`src/quad_ctrl_pkg.sv`:
```
package quad_ctrl_pkg;

  //////////////////////////////
  // widths with a meaning
  //////////////////////////////
  typedef logic signed [15:0] att_t;    // pitch, roll or yaw reading
  typedef logic        [8:0]  thrst_t;  // thrust from host
  typedef logic signed [9:0]  pterm_t;  // ~5/8 of saturated error
  typedef logic signed [11:0] dterm_t;  // D_COEFF * saturated difference
  typedef logic        [10:0] spd_t;    // unsigned motor speed

  // one reading or one setpoint, all three axes
  typedef struct packed {
    att_t ptch;
    att_t roll;
    att_t yaw;
  } attitude_t;

  typedef struct packed {
    attitude_t d_att;         // desired attitude
    thrst_t    thrst;
    logic      inertial_cal;  // run all motors at CAL_SPEED
  } cmd_t;

  typedef struct packed {
    spd_t frnt;
    spd_t bck;
    spd_t lft;
    spd_t rght;
  } motor_spd_t;

  //////////////////////////////
  // control constants
  //////////////////////////////
  localparam spd_t               CAL_SPEED     = 11'h290;
  localparam logic        [12:0] MIN_RUN_SPEED = 13'h2C0;  // idle speed while running
  localparam logic signed [4:0]  D_COEFF       = 5'sd7;

  // apb register map, byte offsets
  localparam logic [7:0] REG_D_PTCH = 8'h00;
  localparam logic [7:0] REG_D_ROLL = 8'h04;
  localparam logic [7:0] REG_D_YAW  = 8'h08;
  localparam logic [7:0] REG_THRST  = 8'h0C;
  localparam logic [7:0] REG_CTRL   = 8'h10;  // bit 0 is inertial_cal
  localparam logic [7:0] REG_SPD_FB = 8'h14;  // read only, frnt [10:0], bck [26:16]
  localparam logic [7:0] REG_SPD_LR = 8'h18;  // read only, lft [10:0], rght [26:16]

endpackage

```
`src/pd_math.sv`:
```
`timescale 1ns/1ns

module pd_math #(
  parameter int D_QUEUE_DEPTH = 4  // samples back for the D difference
) (
  input  logic                  clk,
  input  logic                  rst_n,
  input  logic                  vld,      // new inertial reading
  input  quad_ctrl_pkg::att_t   desired,
  input  quad_ctrl_pkg::att_t   actual,
  output quad_ctrl_pkg::pterm_t pterm,
  output quad_ctrl_pkg::dterm_t dterm
);

  logic signed [16:0] err_full;                 // actual - desired, one guard bit
  logic signed [9:0]  err_sat;                  // clipped to -512..511
  logic signed [9:0]  err_q [D_QUEUE_DEPTH+1];  // [0] newest, [D_QUEUE_DEPTH] oldest
  logic signed [10:0] d_diff;                   // newest - oldest
  logic signed [6:0]  d_sat;                    // clipped to -64..63

  //////////////////////////////
  // error and saturation
  //////////////////////////////
  assign err_full = $signed({actual[15], actual}) - $signed({desired[15], desired});

  always_comb begin
    if (err_full > 17'sd511) begin
      err_sat = 10'sd511;
    end else if (err_full < -17'sd512) begin
      err_sat = 10'h200;  // -512
    end else begin
      err_sat = err_full[9:0];
    end
  end

  //////////////////////////////
  // error history
  //////////////////////////////
  // shifts only on vld so the D term spans readings, not cycles
  always_ff @(posedge clk or negedge rst_n) begin
    if (!rst_n) begin
      for (int i = 0; i <= D_QUEUE_DEPTH; i++) begin
        err_q[i] <= '0;
      end
    end else if (vld) begin
      err_q[0] <= err_sat;
      for (int i = 1; i <= D_QUEUE_DEPTH; i++) begin
        err_q[i] <= err_q[i-1];  // age each entry by one reading
      end
    end
  end

  // p term: e/2 + e/8, arithmetic shifts keep the sign
  assign pterm = (err_q[0] >>> 1) + (err_q[0] >>> 3);

  //////////////////////////////
  // derivative
  //////////////////////////////
  assign d_diff = $signed({err_q[0][9], err_q[0]}) -
                  $signed({err_q[D_QUEUE_DEPTH][9], err_q[D_QUEUE_DEPTH]});

  always_comb begin
    if (d_diff > 11'sd63) begin
      d_sat = 7'sd63;
    end else if (d_diff < -11'sd64) begin
      d_sat = 7'h40;  // -64
    end else begin
      d_sat = d_diff[6:0];
    end
  end

  // 63*7 and -64*7 both fit easily in 12 bits
  assign dterm = d_sat * quad_ctrl_pkg::D_COEFF;

endmodule

```
`src/flght_cntrl.sv`:
```
`timescale 1ns/1ns

module flght_cntrl #(
  parameter int D_QUEUE_DEPTH = 4
) (
  input  logic                      clk,
  input  logic                      rst_n,
  input  logic                      vld,      // inertial reading strobe
  input  quad_ctrl_pkg::cmd_t       cmd,      // setpoint, thrust, cal bit
  input  quad_ctrl_pkg::attitude_t  actual,
  output quad_ctrl_pkg::motor_spd_t spd,
  output logic                      spd_vld   // one cycle per reading
);

  quad_ctrl_pkg::pterm_t     ptch_pterm, roll_pterm, yaw_pterm;
  quad_ctrl_pkg::dterm_t     ptch_dterm, roll_dterm, yaw_dterm;
  logic [12:0]               ptch_pd, roll_pd, yaw_pd;  // p + d per axis, 13b two's comp
  logic [12:0]               base;                      // min run speed + thrust
  logic [12:0]               frnt_sum, bck_sum, lft_sum, rght_sum;
  quad_ctrl_pkg::motor_spd_t spd_sat;
  logic                      vld_d;                     // terms settle one edge after vld

  // sign extend both terms to 13 bits and add
  function automatic logic [12:0] axis_sum(input quad_ctrl_pkg::pterm_t p,
                                           input quad_ctrl_pkg::dterm_t d);
    return {{3{p[9]}}, p} + {d[11], d};
  endfunction

  // top two bits set means overflow or negative, pin to full speed
  function automatic quad_ctrl_pkg::spd_t sat_spd(input logic [12:0] sum);
    return (|sum[12:11]) ? 11'h7FF : sum[10:0];
  endfunction

  //////////////////////////////
  // one pd block per axis
  //////////////////////////////
  pd_math #(.D_QUEUE_DEPTH(D_QUEUE_DEPTH)) i_ptch (
    .clk(clk), .rst_n(rst_n), .vld(vld),
    .desired(cmd.d_att.ptch), .actual(actual.ptch),
    .pterm(ptch_pterm), .dterm(ptch_dterm)
  );

  pd_math #(.D_QUEUE_DEPTH(D_QUEUE_DEPTH)) i_roll (
    .clk(clk), .rst_n(rst_n), .vld(vld),
    .desired(cmd.d_att.roll), .actual(actual.roll),
    .pterm(roll_pterm), .dterm(roll_dterm)
  );

  pd_math #(.D_QUEUE_DEPTH(D_QUEUE_DEPTH)) i_yaw (
    .clk(clk), .rst_n(rst_n), .vld(vld),
    .desired(cmd.d_att.yaw), .actual(actual.yaw),
    .pterm(yaw_pterm), .dterm(yaw_dterm)
  );

  assign ptch_pd = axis_sum(ptch_pterm, ptch_dterm);
  assign roll_pd = axis_sum(roll_pterm, roll_dterm);
  assign yaw_pd  = axis_sum(yaw_pterm, yaw_dterm);

  //////////////////////////////
  // mixer
  //////////////////////////////
  assign base = quad_ctrl_pkg::MIN_RUN_SPEED + {4'h0, cmd.thrst};  // thrust is unsigned

  assign frnt_sum = base - ptch_pd - yaw_pd;  // nose down pushes front up
  assign bck_sum  = base + ptch_pd - yaw_pd;
  assign lft_sum  = base - roll_pd + yaw_pd;
  assign rght_sum = base + roll_pd + yaw_pd;  // front/back spin opposite to left/right

  assign spd_sat.frnt = sat_spd(frnt_sum);
  assign spd_sat.bck  = sat_spd(bck_sum);
  assign spd_sat.lft  = sat_spd(lft_sum);
  assign spd_sat.rght = sat_spd(rght_sum);

  // speed register, cal override applied here
  always_ff @(posedge clk or negedge rst_n) begin
    if (!rst_n) begin
      vld_d   <= 1'b0;
      spd_vld <= 1'b0;
      spd     <= '0;
    end else begin
      vld_d   <= vld;
      spd_vld <= vld_d;  // pulses with the load below
      if (vld_d) begin
        spd <= cmd.inertial_cal ? '{default: quad_ctrl_pkg::CAL_SPEED} : spd_sat;
      end
    end
  end

endmodule

```
`src/cmd_regs.sv`:
```
`timescale 1ns/1ns

module cmd_regs (
  input  logic                      clk,
  input  logic                      rst_n,
  input  logic                      psel,
  input  logic                      penable,
  input  logic                      pwrite,
  input  logic [7:0]                paddr,
  input  logic [31:0]               pwdata,
  input  quad_ctrl_pkg::motor_spd_t spd,      // current speeds for readback
  output logic [31:0]               prdata,
  output logic                      pready,
  output logic                      pslverr,
  output quad_ctrl_pkg::cmd_t       cmd
);

  logic        setup_ph;   // psel high, penable low
  logic        access_ph;  // psel and penable high
  logic        wr_en;
  logic        addr_ok;    // paddr hits the map
  logic        addr_ro;    // paddr is a readback word
  logic [31:0] rd_data;

  assign setup_ph  = psel & ~penable;
  assign access_ph = psel & penable;
  assign wr_en     = access_ph & pwrite;
  assign pready    = 1'b1;  // zero wait states

  //////////////////////////////
  // address decode, read mux
  //////////////////////////////
  always_comb begin
    rd_data = '0;
    addr_ok = 1'b1;
    addr_ro = 1'b0;
    case (paddr)
      quad_ctrl_pkg::REG_D_PTCH: rd_data = {16'h0, cmd.d_att.ptch};
      quad_ctrl_pkg::REG_D_ROLL: rd_data = {16'h0, cmd.d_att.roll};
      quad_ctrl_pkg::REG_D_YAW:  rd_data = {16'h0, cmd.d_att.yaw};
      quad_ctrl_pkg::REG_THRST:  rd_data = {23'h0, cmd.thrst};
      quad_ctrl_pkg::REG_CTRL:   rd_data = {31'h0, cmd.inertial_cal};
      quad_ctrl_pkg::REG_SPD_FB: begin
        rd_data = {5'h0, spd.bck, 5'h0, spd.frnt};
        addr_ro = 1'b1;
      end
      quad_ctrl_pkg::REG_SPD_LR: begin
        rd_data = {5'h0, spd.rght, 5'h0, spd.lft};
        addr_ro = 1'b1;
      end
      default: addr_ok = 1'b0;  // unaligned or past the map
    endcase
  end

  //////////////////////////////
  // command registers
  //////////////////////////////
  // written on the edge that ends the access phase, data truncated
  always_ff @(posedge clk or negedge rst_n) begin
    if (!rst_n) begin
      cmd <= '0;
    end else if (wr_en) begin
      case (paddr)
        quad_ctrl_pkg::REG_D_PTCH: cmd.d_att.ptch  <= pwdata[15:0];
        quad_ctrl_pkg::REG_D_ROLL: cmd.d_att.roll  <= pwdata[15:0];
        quad_ctrl_pkg::REG_D_YAW:  cmd.d_att.yaw   <= pwdata[15:0];
        quad_ctrl_pkg::REG_THRST:  cmd.thrst       <= pwdata[8:0];
        quad_ctrl_pkg::REG_CTRL:   cmd.inertial_cal <= pwdata[0];
        default: ;  // readback words and holes stay untouched
      endcase
    end
  end

  // response captured in setup so it is stable for the whole access phase
  always_ff @(posedge clk or negedge rst_n) begin
    if (!rst_n) begin
      prdata  <= '0;
      pslverr <= 1'b0;
    end else begin
      pslverr <= setup_ph & (~addr_ok | (pwrite & addr_ro));
      prdata  <= (setup_ph & ~pwrite) ? rd_data : '0;  // 0 outside a read
    end
  end

endmodule

```
`src/quad_ctrl_top.sv`:
```
`timescale 1ns/1ns

module quad_ctrl_top #(
  parameter int D_QUEUE_DEPTH = 4  // readings back for the D term
) (
  input  logic                      clk,
  input  logic                      rst_n,
  // apb slave
  input  logic                      psel,
  input  logic                      penable,
  input  logic                      pwrite,
  input  logic [7:0]                paddr,
  input  logic [31:0]               pwdata,
  output logic [31:0]               prdata,
  output logic                      pready,
  output logic                      pslverr,
  // inertial side
  input  logic                      vld,
  input  quad_ctrl_pkg::attitude_t  actual,
  // motors
  output quad_ctrl_pkg::motor_spd_t spd,
  output logic                      spd_vld
);

  quad_ctrl_pkg::cmd_t cmd;  // host commands into the mixer

  //////////////////////////////
  // host registers
  //////////////////////////////
  cmd_regs u_regs (
    .clk     (clk),
    .rst_n   (rst_n),
    .psel    (psel),
    .penable (penable),
    .pwrite  (pwrite),
    .paddr   (paddr),
    .pwdata  (pwdata),
    .spd     (spd),      // looped back for readback
    .prdata  (prdata),
    .pready  (pready),
    .pslverr (pslverr),
    .cmd     (cmd)
  );

  //////////////////////////////
  // attitude control
  //////////////////////////////
  flght_cntrl #(.D_QUEUE_DEPTH(D_QUEUE_DEPTH)) u_ctrl (
    .clk     (clk),
    .rst_n   (rst_n),
    .vld     (vld),
    .cmd     (cmd),
    .actual  (actual),
    .spd     (spd),
    .spd_vld (spd_vld)
  );

endmodule

```
`config.mk`:
```
export PLATFORM = sky130hd
export DESIGN_NAME = quad_ctrl_top
export DESIGN_NICKNAME = d
export VERILOG_FILES = /design/src/quad_ctrl_pkg.sv /design/src/pd_math.sv /design/src/flght_cntrl.sv /design/src/cmd_regs.sv /design/src/quad_ctrl_top.sv
export SDC_FILE = /design/constraint.sdc
export NUM_CORES = 1
export LEC_CHECK = 0
export ABC_AREA = 0
export BUFFER_PORTS_ARGS = -buffer_cell sky130_fd_sc_hd__buf_4
export CORE_MARGIN = 1.5
export CORE_UTILIZATION = 40
export DETAILED_ROUTE_END_ITERATION = 10
export GPL_TIMING_DRIVEN = 1
export HOLD_SLACK_MARGIN = 0.12
export PLACE_DENSITY = 0.54
export SLEW_MARGIN = 20
export SYNTH_ARGS = -nofsm -noshare
export SYNTH_HDL_FRONTEND = slang
export SYNTH_SLANG_ARGS = --single-unit
export TNS_END_PERCENT = 100
```
`constraint.sdc`:
```
create_clock -name clk -period 24.4 [get_ports clk]
set_clock_uncertainty 0.05 [all_clocks]
set_input_delay 1.22 -clock clk [delete_from_list [all_inputs] [get_ports clk]]
set_output_delay 1.22 -clock clk [all_outputs]
set_load 0.02 [all_outputs]
```
==> results.json, run 1 <==
{
  "num_antenna_cells": 0,
  "dr.first_iter.drc_count": 1107,
  "core_mm2": 0.0539,
  "start_kind": "register",
  "ys_warn_count": 0,
  "die-area_mm2": 0.0560,
  "dr.pass1.iters": 7,
  "synth_most_common_cell": "inv_1",
  "cts-root-buf": "clkbuf_16",
  "synth_area_leader_cell": "dfrtp_1",
  "cts_resized": 0,
  "crit_slowest_cell": "o22ai_1",
  "synth_flop_cell": "dfrtp_1",
  "cts_buffers": 35,
  "ys_async_sr_fraction_pct": 100,
  "hold_path.class": "reg2reg",
  "status": "complete, no violations",
  "synthCells": 2233,
  "fin_util_pct": 46.3,
  "cts.clk_slew.worst_paths_ns": 0.06,
  "start_util_pct": 40.5,
  "cts_setup_buffers": 0,
  "drt_wl_total_mm": 58.8,
  "clock_tree.buffer_depth": 3,
  "syn_avg_cell_area_um2": 9.79,
  "cp_num_buf_inv": 5,
  "cts_tree": "built",
  "htreeDepth": 2,
  "syn_area_mm2": 0.0219,
  "synthTopCellsByArea": "dfrtp_1 32%, ha_1 12%, fa_1 9.8%, mux2_2 7.1%, inv_1 5.6%",
  "finalHoldViolations": 0,
  "globalRoute.totalOverflow": 0,
  "setup_viol": 0,
  "max_cap_violations": 0,
  "stdcell_count": 3084,
  "place.gp.congestion": 0.886,
  "pre_cts_slack_ns": 14.48,
  "grt_use_total_pct": 21.2,
  "rr_startpoint": "u_ctrl.i_yaw.err_q[40]",
  "viasPerCell": 5.39,
  "postRouteAntennaNets": 0,
  "port_buffers": 150,
  "hold_start": "u_ctrl.i_roll.err_q[12]",
  "hold_buffers": 0,
  "synth_common_cells": "324 x inv_1, 282 x dfrtp_1, 209 x ha_1",
  "syn_to_final_growth_pct": 14.2,
  "postSynthRegisterBits": 282,
  "fin_crit_sh_pct": 40.7,
  "drc": 0,
  "cp_data_arrival_time_ns": 10.28,
  "hpwl_mm": 47.0,
  "required_ns": 24.75,
  "end_kind": "register",
  "worst_path_largest_cell_delay_ns": 0.75,
  "tightestPinTransition_ns": 1.02,
  "synth_top_area_share_pct": 32.3,
  "max_slew_margin_pct": 32.1,
  "clock_latency_ns": 0.56,
  "crit_family": "compound AO/OA/AOI/OAI gates",
  "rsz0062_at_grt": "no",
  "critPathKind": "reg2reg",
  "ioPinCount": 173,
  "cp_max_fo": 11,
  "grt_first_pass_wirelength_mm": 92.4,
  "std_cell_rows": 85,
  "drive_gt1_share_pct": 16.5,
  "grt_max_degree": 79,
  "setup_tns_ns": 0,
  "synth_edf_count": 0,
  "die_y_um": 237,
  "synth.distinct_cells": 87,
  "fmax_mhz": 101,
  "ys_seq_area_share_pct": 32.3,
  "final_max_slew_viol_count": 0,
  "min_period_ns": 9.93,
  "antenna_found_initial": 3,
  "die_x_um": 237,
  "placed_cells": 3022,
  "wl_per_cell_um": 19.1,
  "grt_pass1_vias": 16700,
  "nets": 2774,
  "startpoint": "u_ctrl.i_yaw.err_q[40]",
  "vias": 16600,
  "cts.sinks": 282,
  "setup_ws_ns": 14.47
}
==> tightest hold or removal path, delay by kind of cell (launching register included) <==
kind	cells	cell delay, ns
AOI/OAI and AO/OA	1	0.06
DFF	1	0.33
and+or+nand+nor	1	0.05
==> cell families after synthesis <==
family                     synth area share, %
AOI/OAI and AO/OA                         16.5
and+or+nand+nor                           9.28
buffers and inverters                     6.99
adders and majority gates                 21.8
DFF                                       32.3
muxes                                     8.49
xor gates and xnor gates                  4.60
other                                   0.0344
==> routing by layer <==
layer	share of wire, %	global-route usage, %	vias up
li1	-	-	7987
met2	47	34.2	374
met1	45	28.8	8150
met3	4.8	3.08	97
met4	3.4	7.96	6
met5	0.043	0	-
==> registers in the layout (all words and copies together), names as in the netlist <==
register / flops
u_regs.cmd: 58
u_ctrl.i_ptch.err_q: 50
u_ctrl.i_roll.err_q: 50
u_ctrl.i_yaw.err_q: 50
u_ctrl.spd: 44
u_regs.prdata: 27
u_ctrl.spd_vld: 1
u_ctrl.vld_d: 1
u_regs.pslverr: 1
==> final timing paths <==
check                                           to  slack, ns  cells after the start
setup / recovery                    u_ctrl.spd[12]      14.47                     35
hold / removal              u_ctrl.i_roll.err_q[2]       0.43                      2
setup reg to reg                    u_ctrl.spd[12]      14.47                     35
hold reg to reg             u_ctrl.i_roll.err_q[2]       0.43                      2
max in group asynchronous  u_ctrl.i_ptch.err_q[34]      21.65                      4
min in group asynchronous           u_regs.cmd[38]       0.57                      1
==> metrics by stage <==
stage	hold slack [ns]	instance area (um2)
2_1_floorplan	0.389	21900
3_3_place_gp	0.412	23700
3_5_place_dp	0.418	23700
4_1_cts	0.431	24900
5_1_grt	0.463	24900
6_report	0.425	24900
==> final cells by class <==
type | count | area (um2)
flip-flops and latches | 282 | 7060
clock buffers | 48 | 1010
well taps | 696 | 871
inverters | 326 | 1220
repair buffers | 164 | 1250
fillers | 5101 | 29000
multi-input cells | 1555 | 13300
clock inverters | 13 | 236
==> cell usage in the layout, fill, tap and decap left out, types with 9 or more instances in the layout <==
cell type    n
mux2i_1     11
clkbuf_16   36
and3_1       9
nor2b_1     25
a21o_1      46
buf_4      161
or2_2       11
nand4_1     11
mux2_2     137
a22oi_1     25
a222oi_1    10
nand2_1    107
dfrtp_1    282
o2bb2ai_1   15
fa_1       107
o32ai_1      9
ha_1       209
a21oi_1    122
nand3_1     24
or3_1       11
o21ai_0    119
o21bai_1    25
inv_1      324
and2_1       9
a31oi_1     23
nand2b_1    20
o211ai_1    16
xor2_1      40
nor2_1     140
xnor2_1     73
o21a_1      21
o21ai_1     12
nor3_1      25
mux4_2       9
Power of run 1 is not shown: default switching activity piles up to over one toggle a cycle in this logic, so the estimate is an artifact.
==> run 2, diff against run 1 <==
Clock period 24.4 ns to 10.29 ns, I/O delays scaled along.
==> results.json, run 2 (same netlist as run 1, synthesis figures left out) <==
{
  "status": "complete, no violations",
  "regMostFlops": "u_regs.cmd",
  "clock_tree.buffer_depth": 3,
  "clock_latency_ns": 0.54,
  "hold_path.class": "in2reg",
  "crit_slowest_cell": "or4b_2",
  "wl_per_cell_um": 19.2,
  "grt_use_total_pct": 21.3,
  "htreeDepth": 2,
  "hold_buffers": 1,
  "cts_resized": 0,
  "grt_max_degree": 85,
  "place.gp.congestion": 0.912,
  "min_period_ns": 9.38,
  "viasPerCell": 5.36,
  "cts_tree": "built",
  "layout_common_cells": "324 x inv_1, 282 x dfrtp_1, 209 x ha_1, 167 x buf_4, 140 x nor2_1",
  "nFillCells": 5186,
  "cts_buffers": 35,
  "drive_gt1_share_pct": 16.4,
  "syn_to_final_growth_pct": 13.6,
  "grt_first_pass_wirelength_mm": 93.5,
  "grt_pass1_vias": 16700,
  "die_y_um": 237,
  "setup_viol": 0,
  "cts-root-buf": "clkbuf_16",
  "start_util_pct": 40.5,
  "rsz0062_at_grt": "no",
  "antenna_found_initial": 1,
  "die_x_um": 237,
  "critPathKind": "reg2reg",
  "fin_crit_sh_pct": 91.1,
  "tightestPinTransition_ns": 1.10,
  "critPathMostFrequentCell": "a21oi_1",
  "drc": 0,
  "fmax_mhz": 107,
  "register_area_mm2": 0.00706,
  "worst_path_largest_cell_delay_ns": 0.66,
  "stdcell_area_mm2": 0.0248,
  "cts.sinks": 282,
  "num_antenna_cells": 0,
  "vias": 16600,
  "largest_reg_flops": 58,
  "final_max_slew_viol_count": 0,
  "nets": 2781,
  "postRouteAntennaNets": 0,
  "port_buffers": 150,
  "end_kind": "register",
  "layout_commonest_cell": "inv_1",
  "std_cell_rows": 85,
  "finalHoldViolations": 0,
  "cts_setup_buffers": 0,
  "max_cap_violations": 0,
  "cp_data_arrival_time_ns": 9.75,
  "globalRoute.totalOverflow": 0,
  "ioPinCount": 173,
  "cp_max_fo": 11,
  "place_area_mm2": 0.0237,
  "multiInputGateArea_mm2": 0.0133,
  "start_kind": "register",
  "max_slew_margin_pct": 25.4,
  "cts.clk_slew.worst_paths_ns": 0.06,
  "core_mm2": 0.0539,
  "required_ns": 10.66,
  "drt_wl_total_mm": 59.4,
  "hpwl_mm": 47.4,
  "dr.first_iter.drc_count": 1063,
  "die-area_mm2": 0.0560,
  "setup_tns_ns": 0,
  "dr.pass1.iters": 5
}
## run 2: path summary, 6_finish.rpt
kind                                               from                     end  slack, ns  depth (start not counted)
min in group asynchronous                         rst_n          u_regs.cmd[21]       0.46                          2
worst min-delay path                         pwdata[12]          u_regs.cmd[54]       0.15                          3
worst max register to register  u_ctrl.i_roll.err_q[40]           u_ctrl.spd[7]       0.91                         35
worst max-delay path            u_ctrl.i_roll.err_q[40]           u_ctrl.spd[7]       0.91                         35
max in group asynchronous                         rst_n  u_ctrl.i_ptch.err_q[5]       8.29                          3
worst min register to register  u_ctrl.i_ptch.err_q[15]  u_ctrl.i_ptch.err_q[5]       0.43                          2
## run 2: final cells by class
class / count / share of cell area (%)
well taps: 696 / 3.51
inverters: 326 / 4.93
clock buffers: 52 / 4.03
repair buffers: 171 / 5.24
clock inverters: 9 / 0.348
flip-flops and latches: 282 / 28.4
multi-input cells: 1555 / 53.5
## run 2: worst max-delay path: cells and delay by family, from the launching register on
family	cells	cell delay (ns)
AOI/OAI and AO/OA	18	4.25
xor gates and xnor gates	2	0.28
adders and majority gates	8	3.03
buffers and inverters	4	0.24
DFF	1	0.40
and+or+nand+nor	3	1.00
## run 2: routing by layer
| layer | track usage (%) | share of wire, % |
|---|---|---|
| met2 | 35.5 | 47 |
| met5 | 0 | 0.024 |
| met4 | 5.71 | 2.2 |
| met3 | 2.67 | 4.0 |
| met1 | 29.3 | 46 |
## run 2: per-stage QoR
stage	util, %	hold WS [ns]	setup WS (ns)	cells
after floorplan	-	0.169	1.66	2237
after global placement	44.0	0.414	1.02	3029
after detailed placement	44.0	0.423	0.941	3029
after CTS	46.0	0.126	0.895	3091
after global routing	46.1	0.151	0.152	3091
final	46.1	0.152	0.911	3091
Power of run 2 is left out for the same reason.
==> run 3, diff against run 2 <==
Settings changed: CORE_UTILIZATION 40 to 62, PLACE_DENSITY 0.54 to 0.79.
==> results.json, run 3 (same netlist as run 1, synthesis figures left out) <==
{
  "largest_reg_flops": 58,
  "cts-root-buf": "clkbuf_16",
  "num_antenna_cells": 0,
  "crit_slowest_cell": "or4b_2",
  "globalRoute.totalOverflow": 0,
  "setup_viol": 0,
  "start_kind": "register",
  "clock_tree.buffer_depth": 3,
  "dr.first_iter.drc_count": 1243,
  "min_period_ns": 9.36,
  "std_cell_rows": 68,
  "cts.sinks": 282,
  "fin_crit_sh_pct": 91.0,
  "layout_common_cells": "324 x inv_1, 282 x dfrtp_1, 209 x ha_1, 161 x buf_4, 140 x nor2_1",
  "clock_latency_ns": 0.52,
  "max_cap_violations": 0,
  "port_buffers": 150,
  "drt_wl_total_mm": 55.5,
  "cts_tree": "built",
  "setup_tns_ns": 0,
  "postRouteAntennaNets": 0,
  "cts.clk_slew.worst_paths_ns": 0.06,
  "grt_first_pass_wirelength_mm": 89.7,
  "status": "complete, no violations",
  "fmax_mhz": 107,
  "place.gp.congestion": 0.934,
  "tightestPinTransition_ns": 1.03,
  "cts_buffers": 34,
  "worst_path_largest_cell_delay_ns": 0.66,
  "final_max_slew_viol_count": 0,
  "antenna_found_initial": 0,
  "vias": 17000,
  "core_mm2": 0.0346,
  "htreeDepth": 2,
  "drive_gt1_share_pct": 16.4,
  "crit_family": "compound AO/OA/AOI/OAI gates",
  "ioPinCount": 173,
  "regMostFlops": "u_regs.cmd",
  "die-area_mm2": 0.0364,
  "syn_to_final_growth_pct": 12.7,
  "setup_ws_ns": 0.929,
  "critPathKind": "reg2reg",
  "dr.pass1.iters": 9,
  "critPathMostFrequentCell": "a21oi_1",
  "pre_cts_slack_ns": 1.06,
  "grt_use_total_pct": 31.5,
  "cp_num_buf_inv": 4,
  "hpwl_mm": 43.5,
  "rsz0062_at_grt": "no",
  "start_util_pct": 63.1,
  "finalHoldViolations": 0,
  "wl_per_cell_um": 19.5,
  "end_kind": "register",
  "nFillCells": 2555,
  "stdcell_area_mm2": 0.0246,
  "cp_max_fo": 11,
  "hold_path.class": "in2reg",
  "required_ns": 10.64,
  "grt_pass1_vias": 17100,
  "layout_commonest_cell": "inv_1",
  "die_y_um": 191,
  "place_area_mm2": 0.0234,
  "nets": 2773,
  "cp_data_arrival_time_ns": 9.71,
  "drc": 0,
  "cts_setup_buffers": 0,
  "viasPerCell": 5.96,
  "cts_resized": 0,
  "die_x_um": 191,
  "max_slew_margin_pct": 31.2,
  "grt_max_degree": 101
}
-- run 3: cell count changes in the layout (fill, tap and decap cells not counted), sizes merged --
| cell | before | now |
|---|---|---|
| clkinv | 5 | 8 |
| clkinvlp | 2 | 4 |
| inv | 327 | 325 |
| clkbuf | 52 | 45 |
| bufinv | 1 | 6 |
| buf | 170 | 163 |
-- run 3: layer usage --
layer	vias to the layer above	global-route usage (%)	part of all wire [%]
li1	7968	-	-
met1	8350	41.1	42
met2	525	53.1	48
met3	108	4.51	5.6
met4	0	12.1	3.9
met5	-	0	0
-- run 3: final timing paths --
check	slack, ns	from	to	cells after the start
min	0.17	pwdata[12]	u_regs.cmd[54]	3
max	0.93	u_ctrl.i_yaw.err_q[40]	u_ctrl.spd[4]	35
max in group asynchronous	7.61	rst_n	u_regs.prdata[12]	4
min in group asynchronous	0.46	rst_n	u_regs.prdata[21]	2
max reg2reg	0.93	u_ctrl.i_yaw.err_q[40]	u_ctrl.spd[4]	35
min reg2reg	0.43	u_ctrl.i_ptch.err_q[12]	u_ctrl.i_ptch.err_q[2]	2
-- run 3: layout make-up --
cell class,count,area (um2),area share (%)
Clock buffer,45,953,3.87
Clock inverter,17,278,1.13
Inverter,326,1220,4.97
Multi-Input combinational cell,1555,13300,54.0
Sequential cell,282,7060,28.7
Tap cell,455,569,2.31
Timing Repair Buffer,164,1240,5.06
-- run 3: what timing repair did --
item | 4_1_cts | 5_1_grt
endpoints found under the setup margin | 0 | 0
endpoints found under the hold margin | 77 | 0
hold buffers | 1 | 0
-- run 3: tightest hold or removal path, stage by stage --
cell and delay [ns]:
buf_4 0.09, nand2_1 0.04, o21ai_0 0.06
-- run 3: stage by stage --
step / hold slack [ns] / utilization (%) / cells
floorplan: 0.169 / - / 2237
global placement: 0.411 / 67.5 / 2781
detailed placement: 0.416 / 67.5 / 2781
CTS: 0.157 / 71.1 / 2844
global route: 0.179 / 71.1 / 2844
finish: 0.172 / 71.1 / 2844
Power of run 3 is left out for the same reason.
